$ cat src/wb_bus_pkg.sv
// wishbone side definitions: bus widths, vector types and the
// master output struct
`default_nettype none

package wb_bus_pkg;

    // ==============================
    // bus widths
    // ==============================

    localparam int ADDR_W = 32;
    localparam int DATA_W = 32;
    // one byte enable per byte lane of the data word
    localparam int SEL_W  = DATA_W / 8;

    typedef logic [ADDR_W-1:0] addr_t;
    typedef logic [DATA_W-1:0] data_t;
    typedef logic [SEL_W-1:0]  sel_t;

    // ==============================
    // master outputs
    // ==============================

    // everything the master drives onto the classic wishbone bus
    typedef struct packed {
        addr_t adr;
        data_t dat;
        sel_t  sel;
        logic  we;
        logic  cyc;
        logic  stb;
    } wb_out_t;

endpackage

`default_nettype wire

$ cat src/wb_req_pkg.sv
// request side definitions: requester enum, selected request struct
// and the bus cycle states
`default_nettype none

package wb_req_pkg;

    import wb_bus_pkg::*;

    // ==============================
    // requesters
    // ==============================

    // which port the bus cycle in flight belongs to
    typedef enum logic [1:0] {
        SRC_NONE  = 2'd0,
        SRC_FETCH = 2'd1,
        SRC_DATA  = 2'd2
    } req_src_e;

    // one request as chosen by the arbiter, ready to be put on the bus
    typedef struct packed {
        addr_t    addr;
        data_t    data;
        sel_t     sel;
        // high for a data write
        logic     we;
        // high for a four word wrapping line fill
        logic     line;
        req_src_e src;
    } wb_req_t;

    // ==============================
    // bus cycle states
    // ==============================

    // beat waits for the non-final acks of a line fill,
    // last waits for the final ack of any transfer
    typedef enum logic [1:0] {
        ST_IDLE = 2'd0,
        ST_BEAT = 2'd1,
        ST_LAST = 2'd2
    } wb_state_e;

endpackage

`default_nettype wire

$ cat src/wb_req_arbiter.sv
// request arbiter: tracks the port in service, picks data over fetch
// and builds the bus request
`timescale 1ns/1ps
`default_nettype none

module wb_req_arbiter
    import wb_bus_pkg::*, wb_req_pkg::*;
(
    input  wire logic    i_clk,
    input  wire logic    quick_n_reset,

    input  wire logic    i_if_req,
    input  wire logic    i_if_line,
    input  wire addr_t   i_if_addr,

    input  wire logic    i_dp_req,
    input  wire logic    i_dp_line,
    input  wire logic    i_dp_we,
    input  wire addr_t   i_dp_addr,
    input  wire data_t   i_dp_wdata,
    input  wire sel_t    i_dp_sel,

    input  wire logic    i_busy,
    input  wire logic    i_done,

    output logic         o_start,
    output wb_req_t      o_req
);

    // port whose transfer is on the bus right now
    req_src_e served_q;
    // port that just finished and still holds its req high
    req_src_e retire_q;

    logic if_free;
    logic dp_free;
    sel_t dp_sel;

    // byte lane pattern to the low address bits of the access
    function automatic logic [1:0] sel_to_lsb(input sel_t sel);
        logic [1:0] lsb;
        case (sel)
            4'b0001: lsb = 2'd0;
            4'b0010: lsb = 2'd1;
            4'b0100: lsb = 2'd2;
            4'b1000: lsb = 2'd3;
            4'b0011: lsb = 2'd0;
            4'b1100: lsb = 2'd2;
            default: lsb = 2'd0;
        endcase
        return lsb;
    endfunction

    // ==============================
    // request selection
    // ==============================

    // a port may not be picked again while it is served, nor before it
    // has dropped req after its last ready
    assign if_free = i_if_req && (served_q != SRC_FETCH) && (retire_q != SRC_FETCH);
    assign dp_free = i_dp_req && (served_q != SRC_DATA) && (retire_q != SRC_DATA);

    // reads always take all byte lanes
    assign dp_sel = i_dp_we ? i_dp_sel : '1;

    assign o_start = !i_busy && (dp_free || if_free);

    always_comb
    begin
        // the data port wins whenever both are free
        if (dp_free)
        begin
            o_req.addr = {i_dp_addr[ADDR_W-1:2], sel_to_lsb(dp_sel)};
            o_req.data = i_dp_wdata;
            o_req.sel  = dp_sel;
            o_req.we   = i_dp_we;
            // line fills are reads only
            o_req.line = i_dp_line && !i_dp_we;
            o_req.src  = SRC_DATA;
        end
        else
        begin
            // fetches are always word aligned reads
            o_req.addr = {i_if_addr[ADDR_W-1:2], 2'b00};
            o_req.data = '0;
            o_req.sel  = '1;
            o_req.we   = 1'b0;
            o_req.line = i_if_line;
            o_req.src  = SRC_FETCH;
        end
    end

    // ==============================
    // service tracking
    // ==============================

    always_ff @(posedge i_clk)
    begin
        if (!quick_n_reset)
        begin
            served_q <= SRC_NONE;
            retire_q <= SRC_NONE;
        end
        else
        begin
            if (o_start)
                served_q <= o_req.src;
            else if (i_done)
                served_q <= SRC_NONE;

            // the finished port is held off until its req goes low
            if (i_done)
                retire_q <= served_q;
            else if ((retire_q == SRC_FETCH && !i_if_req) ||
                     (retire_q == SRC_DATA && !i_dp_req))
                retire_q <= SRC_NONE;
        end
    end

    a_no_start_busy: assert property (@(posedge i_clk) disable iff (!quick_n_reset)
        i_busy |-> !o_start);

    // the bus cycle state machine only finishes transfers this block started
    a_done_served: assert property (@(posedge i_clk) disable iff (!quick_n_reset)
        i_done |-> served_q != SRC_NONE);

endmodule

`default_nettype wire

$ cat src/wb_cycle_fsm.sv
// bus cycle state machine: drives cyc, stb and the payload, counts line
// fill beats and wraps the burst address
`timescale 1ns/1ps
`default_nettype none

module wb_cycle_fsm
    import wb_bus_pkg::*, wb_req_pkg::*;
#(
    parameter int BURST_LEN = 4
)
(
    input  wire logic    i_clk,
    input  wire logic    quick_n_reset,

    input  wire logic    i_start,
    input  wire wb_req_t i_req,

    input  wire logic    i_wb_ack,

    output wb_out_t      o_wb,
    output logic         o_busy,
    output req_src_e     o_src,
    output logic         o_done
);

    // address bits above the byte offset that step through a line
    localparam int WRAP_W = $clog2(BURST_LEN);
    localparam int WRAP_HI = WRAP_W + 1;
    // beat count at which the next ack moves on to the final beat
    localparam logic [WRAP_W-1:0] LAST_BEAT = WRAP_W'(BURST_LEN - 2);

    wb_state_e         state_q;
    req_src_e          src_q;
    wb_out_t           wb_q;
    logic [WRAP_W-1:0] beat_q;

    assign o_wb   = wb_q;
    assign o_src  = src_q;
    assign o_busy = (state_q != ST_IDLE);
    // the final ack of a transfer, single word or line
    assign o_done = (state_q == ST_LAST) && i_wb_ack;

    // ==============================
    // state machine
    // ==============================

    always_ff @(posedge i_clk)
    begin
        if (!quick_n_reset)
        begin
            state_q  <= ST_IDLE;
            src_q    <= SRC_NONE;
            beat_q   <= '0;
            wb_q.we  <= 1'b0;
            wb_q.cyc <= 1'b0;
            wb_q.stb <= 1'b0;
        end
        else
        begin
            case (state_q)
                ST_IDLE:
                begin
                    if (i_start)
                    begin
                        wb_q.adr <= i_req.addr;
                        wb_q.dat <= i_req.data;
                        wb_q.sel <= i_req.sel;
                        wb_q.we  <= i_req.we;
                        wb_q.cyc <= 1'b1;
                        wb_q.stb <= 1'b1;
                        src_q    <= i_req.src;
                        beat_q   <= '0;
                        // a single word goes straight to its final beat
                        state_q  <= i_req.line ? ST_BEAT : ST_LAST;
                    end
                end

                ST_BEAT:
                begin
                    if (i_wb_ack)
                    begin
                        // next word of the line, wrapping inside the line
                        wb_q.adr[WRAP_HI:2] <= wb_q.adr[WRAP_HI:2] + WRAP_W'(1);
                        beat_q <= beat_q + WRAP_W'(1);
                        if (beat_q == LAST_BEAT)
                            state_q <= ST_LAST;
                    end
                end

                ST_LAST:
                begin
                    // cyc drops with stb, no bus ownership is kept
                    if (i_wb_ack)
                    begin
                        wb_q.we  <= 1'b0;
                        wb_q.cyc <= 1'b0;
                        wb_q.stb <= 1'b0;
                        src_q    <= SRC_NONE;
                        state_q  <= ST_IDLE;
                    end
                end

                default:
                begin
                    state_q <= ST_IDLE;
                end
            endcase
        end
    end

    // ==============================
    // bus checks
    // ==============================

    a_stb_cyc: assert property (@(posedge i_clk) disable iff (!quick_n_reset)
        wb_q.stb |-> wb_q.cyc);

    // a stalled slave sees the same request until it acks
    a_hold_stall: assert property (@(posedge i_clk) disable iff (!quick_n_reset)
        (wb_q.stb && !i_wb_ack) |=> $stable(wb_q));

    a_beat_bound: assert property (@(posedge i_clk) disable iff (!quick_n_reset)
        (state_q == ST_BEAT) |-> (beat_q <= LAST_BEAT));

endmodule

`default_nettype wire

$ cat src/wb_resp_router.sv
// response router: turns bus acks into ready pulses for the port
// being served and hands back the read data
`timescale 1ns/1ps
`default_nettype none

module wb_resp_router
    import wb_bus_pkg::*, wb_req_pkg::*;
(
    input  wire req_src_e i_src,
    input  wire logic     i_we,
    input  wire logic     i_wb_ack,
    input  wire data_t    i_wb_dat,

    output logic          o_if_ready,
    output logic          o_dp_ready,
    output data_t         o_if_data,
    output data_t         o_dp_data
);

    logic read_ack;

    // the fetch port only ever reads, so a write ack is never its own
    assign read_ack = i_wb_ack && !i_we;

    assign o_if_ready = (i_src == SRC_FETCH) && read_ack;
    // data port readies cover writes as well as reads
    assign o_dp_ready = (i_src == SRC_DATA) && i_wb_ack;

    // read data is valid in the same cycle as the ready pulse
    assign o_if_data = i_wb_dat;
    assign o_dp_data = i_wb_dat;

    always_comb
    begin
        a_one_ready: assert (!(o_if_ready && o_dp_ready));
    end

endmodule

`default_nettype wire

$ cat src/wb_master.sv
// wishbone bus master top: arbiter, bus cycle state machine and
// response router
`timescale 1ns/1ps
`default_nettype none

module wb_master
    import wb_bus_pkg::*, wb_req_pkg::*;
#(
    // beats per line fill
    parameter int BURST_LEN = 4
)
(
    input  wire logic  i_clk,
    input  wire logic  quick_n_reset,

    // instruction fetch port
    input  wire logic  i_if_req,
    input  wire logic  i_if_line,
    input  wire addr_t i_if_addr,
    output data_t      o_if_data,
    output logic       o_if_ready,

    // data port
    input  wire logic  i_dp_req,
    input  wire logic  i_dp_line,
    input  wire logic  i_dp_we,
    input  wire addr_t i_dp_addr,
    input  wire data_t i_dp_wdata,
    input  wire sel_t  i_dp_sel,
    output data_t      o_dp_data,
    output logic       o_dp_ready,

    // wishbone bus
    output wb_out_t    o_wb,
    input  wire data_t i_wb_dat,
    input  wire logic  i_wb_ack
);

    logic     start;
    wb_req_t  req;
    logic     busy;
    logic     done;
    req_src_e src;

    // ==============================
    // decode, execute, result
    // ==============================

    wb_req_arbiter u_arbiter (
        .i_clk         (i_clk),
        .quick_n_reset (quick_n_reset),
        .i_if_req      (i_if_req),
        .i_if_line     (i_if_line),
        .i_if_addr     (i_if_addr),
        .i_dp_req      (i_dp_req),
        .i_dp_line     (i_dp_line),
        .i_dp_we       (i_dp_we),
        .i_dp_addr     (i_dp_addr),
        .i_dp_wdata    (i_dp_wdata),
        .i_dp_sel      (i_dp_sel),
        .i_busy        (busy),
        .i_done        (done),
        .o_start       (start),
        .o_req         (req)
    );

    wb_cycle_fsm #(
        .BURST_LEN (BURST_LEN)
    ) u_cycle_fsm (
        .i_clk         (i_clk),
        .quick_n_reset (quick_n_reset),
        .i_start       (start),
        .i_req         (req),
        .i_wb_ack      (i_wb_ack),
        .o_wb          (o_wb),
        .o_busy        (busy),
        .o_src         (src),
        .o_done        (done)
    );

    // the write flag on the bus tells the router which acks are reads
    wb_resp_router u_resp_router (
        .i_src      (src),
        .i_we       (o_wb.we),
        .i_wb_ack   (i_wb_ack),
        .i_wb_dat   (i_wb_dat),
        .o_if_ready (o_if_ready),
        .o_dp_ready (o_dp_ready),
        .o_if_data  (o_if_data),
        .o_dp_data  (o_dp_data)
    );

endmodule

`default_nettype wire

$ cat config.mk
export PLATFORM = sky130hd
export DESIGN_NAME = wb_master
export DESIGN_NICKNAME = d
export VERILOG_FILES = /design/src/wb_bus_pkg.sv /design/src/wb_req_pkg.sv /design/src/wb_req_arbiter.sv /design/src/wb_cycle_fsm.sv /design/src/wb_resp_router.sv /design/src/wb_master.sv
export SDC_FILE = /design/constraint.sdc
export NUM_CORES = 1
export LEC_CHECK = 0
export BUFFER_PORTS_ARGS = -buffer_cell sky130_fd_sc_hd__buf_2
export CORE_UTILIZATION = 25
export DETAILED_ROUTE_END_ITERATION = 8
export PLACE_DENSITY = 0.56
export SYNTH_ARGS = -nofsm -noshare
export SYNTH_HDL_FRONTEND = slang
export SYNTH_SLANG_ARGS = --single-unit
$ cat constraint.sdc
create_clock -name i_clk -period 5.9 [get_ports i_clk]
set_input_delay 1.77 -clock i_clk [delete_from_list [all_inputs] [get_ports i_clk]]
set_output_delay 1.77 -clock i_clk [all_outputs]
set_load 0.1 [all_outputs]
==> reports/results.ini <==
[worst_setup_path]
cp_slowest_stage_delay_ns = 0.49
cp_common_cell = buf_2
cp_max_fo = 8
cp.arrival_ns = 2.81
cp-end-kind = output port
crit_slowest_cell = buf_2
cp.required_ns = 4.13
path_cells = buf_2, nor4bb_2, buf_2
critPathKind = input pin to output port
start_kind = input pin

[detailed_routing]
drt_first_pass_iters = 4
route.vias.total = 2494
wirelength_microns = 9350
routed_via_density = 4.24
remaining_drc_errors = 0
routedWlPerCell_microns = 15.9
ant_nets = 0
drt-initial-drc-count = 111

[grt]
grt_pass1_wl_microns = 13500
grt_util_all_layers_pct = 11.3
grt_pass1_vias = 2532
grt_overflow = 0
antenna_found_initial = 0
grt_max_degree = 47

[clock_network]
cts_buffers = 9
cts_buffer_depth = 2
ctsHoldBuffers = 0
h-tree-depth = 3
post_cts_buffers = 0
cts_tree = yes
ctsRootBufferMaster = clkbuf_16
numClockSinks = 80
clk_latency_ns = 0.33
clkTransAtPathRegs_ns = 0.06
cts_resized = 0

[synth]
yosysSeqAreaShare_pct = 59.5
synth_async_sr_flop_share_pct = 0
ys_ff_latch = 80
ys.flop_type = edfxtp_1
synthCells = 285
syn_nets = 426
synth_xor_area_share_pct = 0.457
synth_area_leaders = edfxtp_1, buf_4, mux2_1
synth_simple_gate_area_share_pct = 12.0
syn-cell-area_sq_um = 3830
synthMuxAreaShare_pct = 9.01
syn_area_per_cell_sq_um = 13.5
synth-compound-area-share_pct = 3.75
synth-edff-count = 68
synth_common_cells = buf_4, edfxtp_1, and2_1
synth.top_cell.area_share_pct = 53.3
synth_top_family_by_area = buffers and inverters
synthAdderAreaFrac_pct = 0.326
yosysWarnings = 0
synth.distinct_cells = 40
yosysMostFrequentCell = buf_4
synth_top_area_cell = edfxtp_1

[finish]
diodes = 0
final_util_pct = 32.2
nFillCells = 1515
final_net_count = 540
layout-drive-gt1-share_pct = 50.5
area_growth_pct = 23.8

[power_and_ir_drop]
p_int_w = 0.00122
power_leakage_nw = 1.97
power_w = 0.00210
p_per_area_nw_per_um2 = 443
p_switching_w = 0.000882
switching_share_pct = 42.0
pwr-share-seq_pct = 35.5
combPwrFrac_pct = 35.8
ir_worst_vdd_mv = 0.122
pwr-share-clk_pct = 28.8

[status]
run_status = completed

[timing]
grt_setup_unrepaired = false
fin_tns_setup_ns = 0
finalCritPeriodShare_pct = 77.6
drv_slew = 0
setup_violations = 0
clock.fmax_mhz = 219
slew_headroom_pct = 33.5
hold_violations = 0
worst_slew_pin_slew_ns = 0.997
clock_skew_ns = 0.00640
period_needed_ns = 4.58

[placement]
port_buffers = 176
place.gp.congestion = 0.760
place.detailed.hpwl_microns = 7180

[job]
cap_viol_max_count = 0

[floorplan]
fp.dieH_microns = 126
core_sq_um = 14800
dieArea_sq_um = 15800
start_util_pct = 26.0
ios = 277
die_w_microns = 126
row_count = 44

[min_path]
hold_path.class = flip-flop to flip-flop

## area by class of cell
class                           instances  area, sq um  area share (%)
Inverter                                3         11.3           0.237
Clock buffer                            9          225            4.75
Multi-Input combinational cell        126          993            20.9
Tap cell                              184          230            4.85
Clock inverter                          7          100            2.11
Sequential cell                        80         2280            48.1
Timing Repair Buffer                  179          903            19.0
## cells by family (layout without fill, tap and decap cells)
family / count (synthesis) / in the layout
AOI/OAI and AO/OA: 20 / 20
xor gates and xnor gates: 2 / 2
adders and majority gates: 1 / 1
buffers and inverters: 79 / 198
DFF: 80 / 80
muxes: 31 / 31
and+or+nand+nor: 72 / 72
## routing by layer
layer	vias up	part of all wire (%)	GRT usage (%)
met3	46	9.4	3.48
met2	129	50	20.6
met1	1147	37	11.4
met5	-	0	0
li1	1172	-	-
met4	0	3.6	6.52
## flip-flops by register name, summed over array words and instances (netlist names)
register	count
u_cycle_fsm.beat_q	2
u_cycle_fsm.o_src	2
u_arbiter.served_q	2
u_cycle_fsm.state_q	2
u_arbiter.retire_q	2
u_cycle_fsm.o_wb	70
## cell usage in the layout (no fill, tap or decap), drive strengths merged
| cell | netlist | routed |
|---|---|---|
| clkbuf | 3 | 9 |
| xnor2 | 2 | 2 |
| and2 | 33 | 33 |
| and4 | 1 | 1 |
| nor2b | 1 | 1 |
| nor4b | 1 | 1 |
| clkinv | 1 | 3 |
| nor2 | 6 | 6 |
| buf | 73 | 179 |
| or3b | 1 | 1 |
| o21a | 1 | 1 |
| nor3b | 1 | 1 |
| bufinv | 0 | 2 |
| o31ai | 1 | 1 |
| o2111ai | 2 | 2 |
| a21oi | 9 | 9 |
| o211ai | 2 | 2 |
| inv | 2 | 5 |
| nor4bb | 1 | 1 |
| nand4 | 3 | 3 |
| ha | 1 | 1 |
| or2 | 1 | 1 |
| nand3 | 1 | 1 |
| o22ai | 2 | 2 |
| mux2i | 3 | 3 |
| and3 | 1 | 1 |
| and3b | 1 | 1 |
| a32oi | 2 | 2 |
| nand3b | 6 | 6 |
| edfxtp | 68 | 68 |
| mux2 | 28 | 28 |
| nand2b | 4 | 4 |
| o311a | 1 | 1 |
| nand2 | 9 | 9 |
| nor3 | 1 | 1 |
| dfxtp | 12 | 12 |
## power groups by stage
stage / sequential (W) / combinational [W] / clock, W
6_report: 0.000746 / 0.000752 / 0.000605
5_1_grt: 0.000754 / 0.000782 / 0.000646
4_1_cts: 0.000747 / 0.000759 / 0.000630
3_5_place_dp: 0.000760 / 0.000758 / 0
3_3_place_gp: 0.000756 / 0.000752 / 0
2_1_floorplan: 0.00122 / 0.000376 / 0
## critical path: cells and delay by family
family,cells,cell delay [ns]
buffers and inverters,2,0.64
AND/OR/NAND/NOR,1,0.38
## per-stage QoR
| stage | std cells | hold WS [ns] | cell area, sq um | setup slack [ns] |
|---|---|---|---|---|
| final | 588 | 0.482 | 4750 | 1.32 |
| after global routing | 588 | 0.515 | 4750 | 1.24 |
| after CTS | 588 | 0.493 | 4750 | 1.26 |
| after detailed placement | 572 | 0.483 | 4420 | 1.26 |
| after global placement | 572 | 0.463 | 4420 | 1.26 |
| after floorplan | 285 | 0.442 | 3840 | 0.299 |
## final timing paths
check / from / endpoint / slack (ns) / cells past startpoint
worst min register to register: u_cycle_fsm.o_wb[1] / u_cycle_fsm.o_wb[1] / 0.48 / 2
worst max register to register: u_cycle_fsm.state_q[0] / u_cycle_fsm.o_wb[70] / 3.24 / 5
worst max-delay path: i_wb_ack / o_if_ready / 1.32 / 3
worst min-delay path: u_cycle_fsm.o_wb[1] / u_cycle_fsm.o_wb[1] / 0.48 / 2
Power figures use the tool's default switching activity.
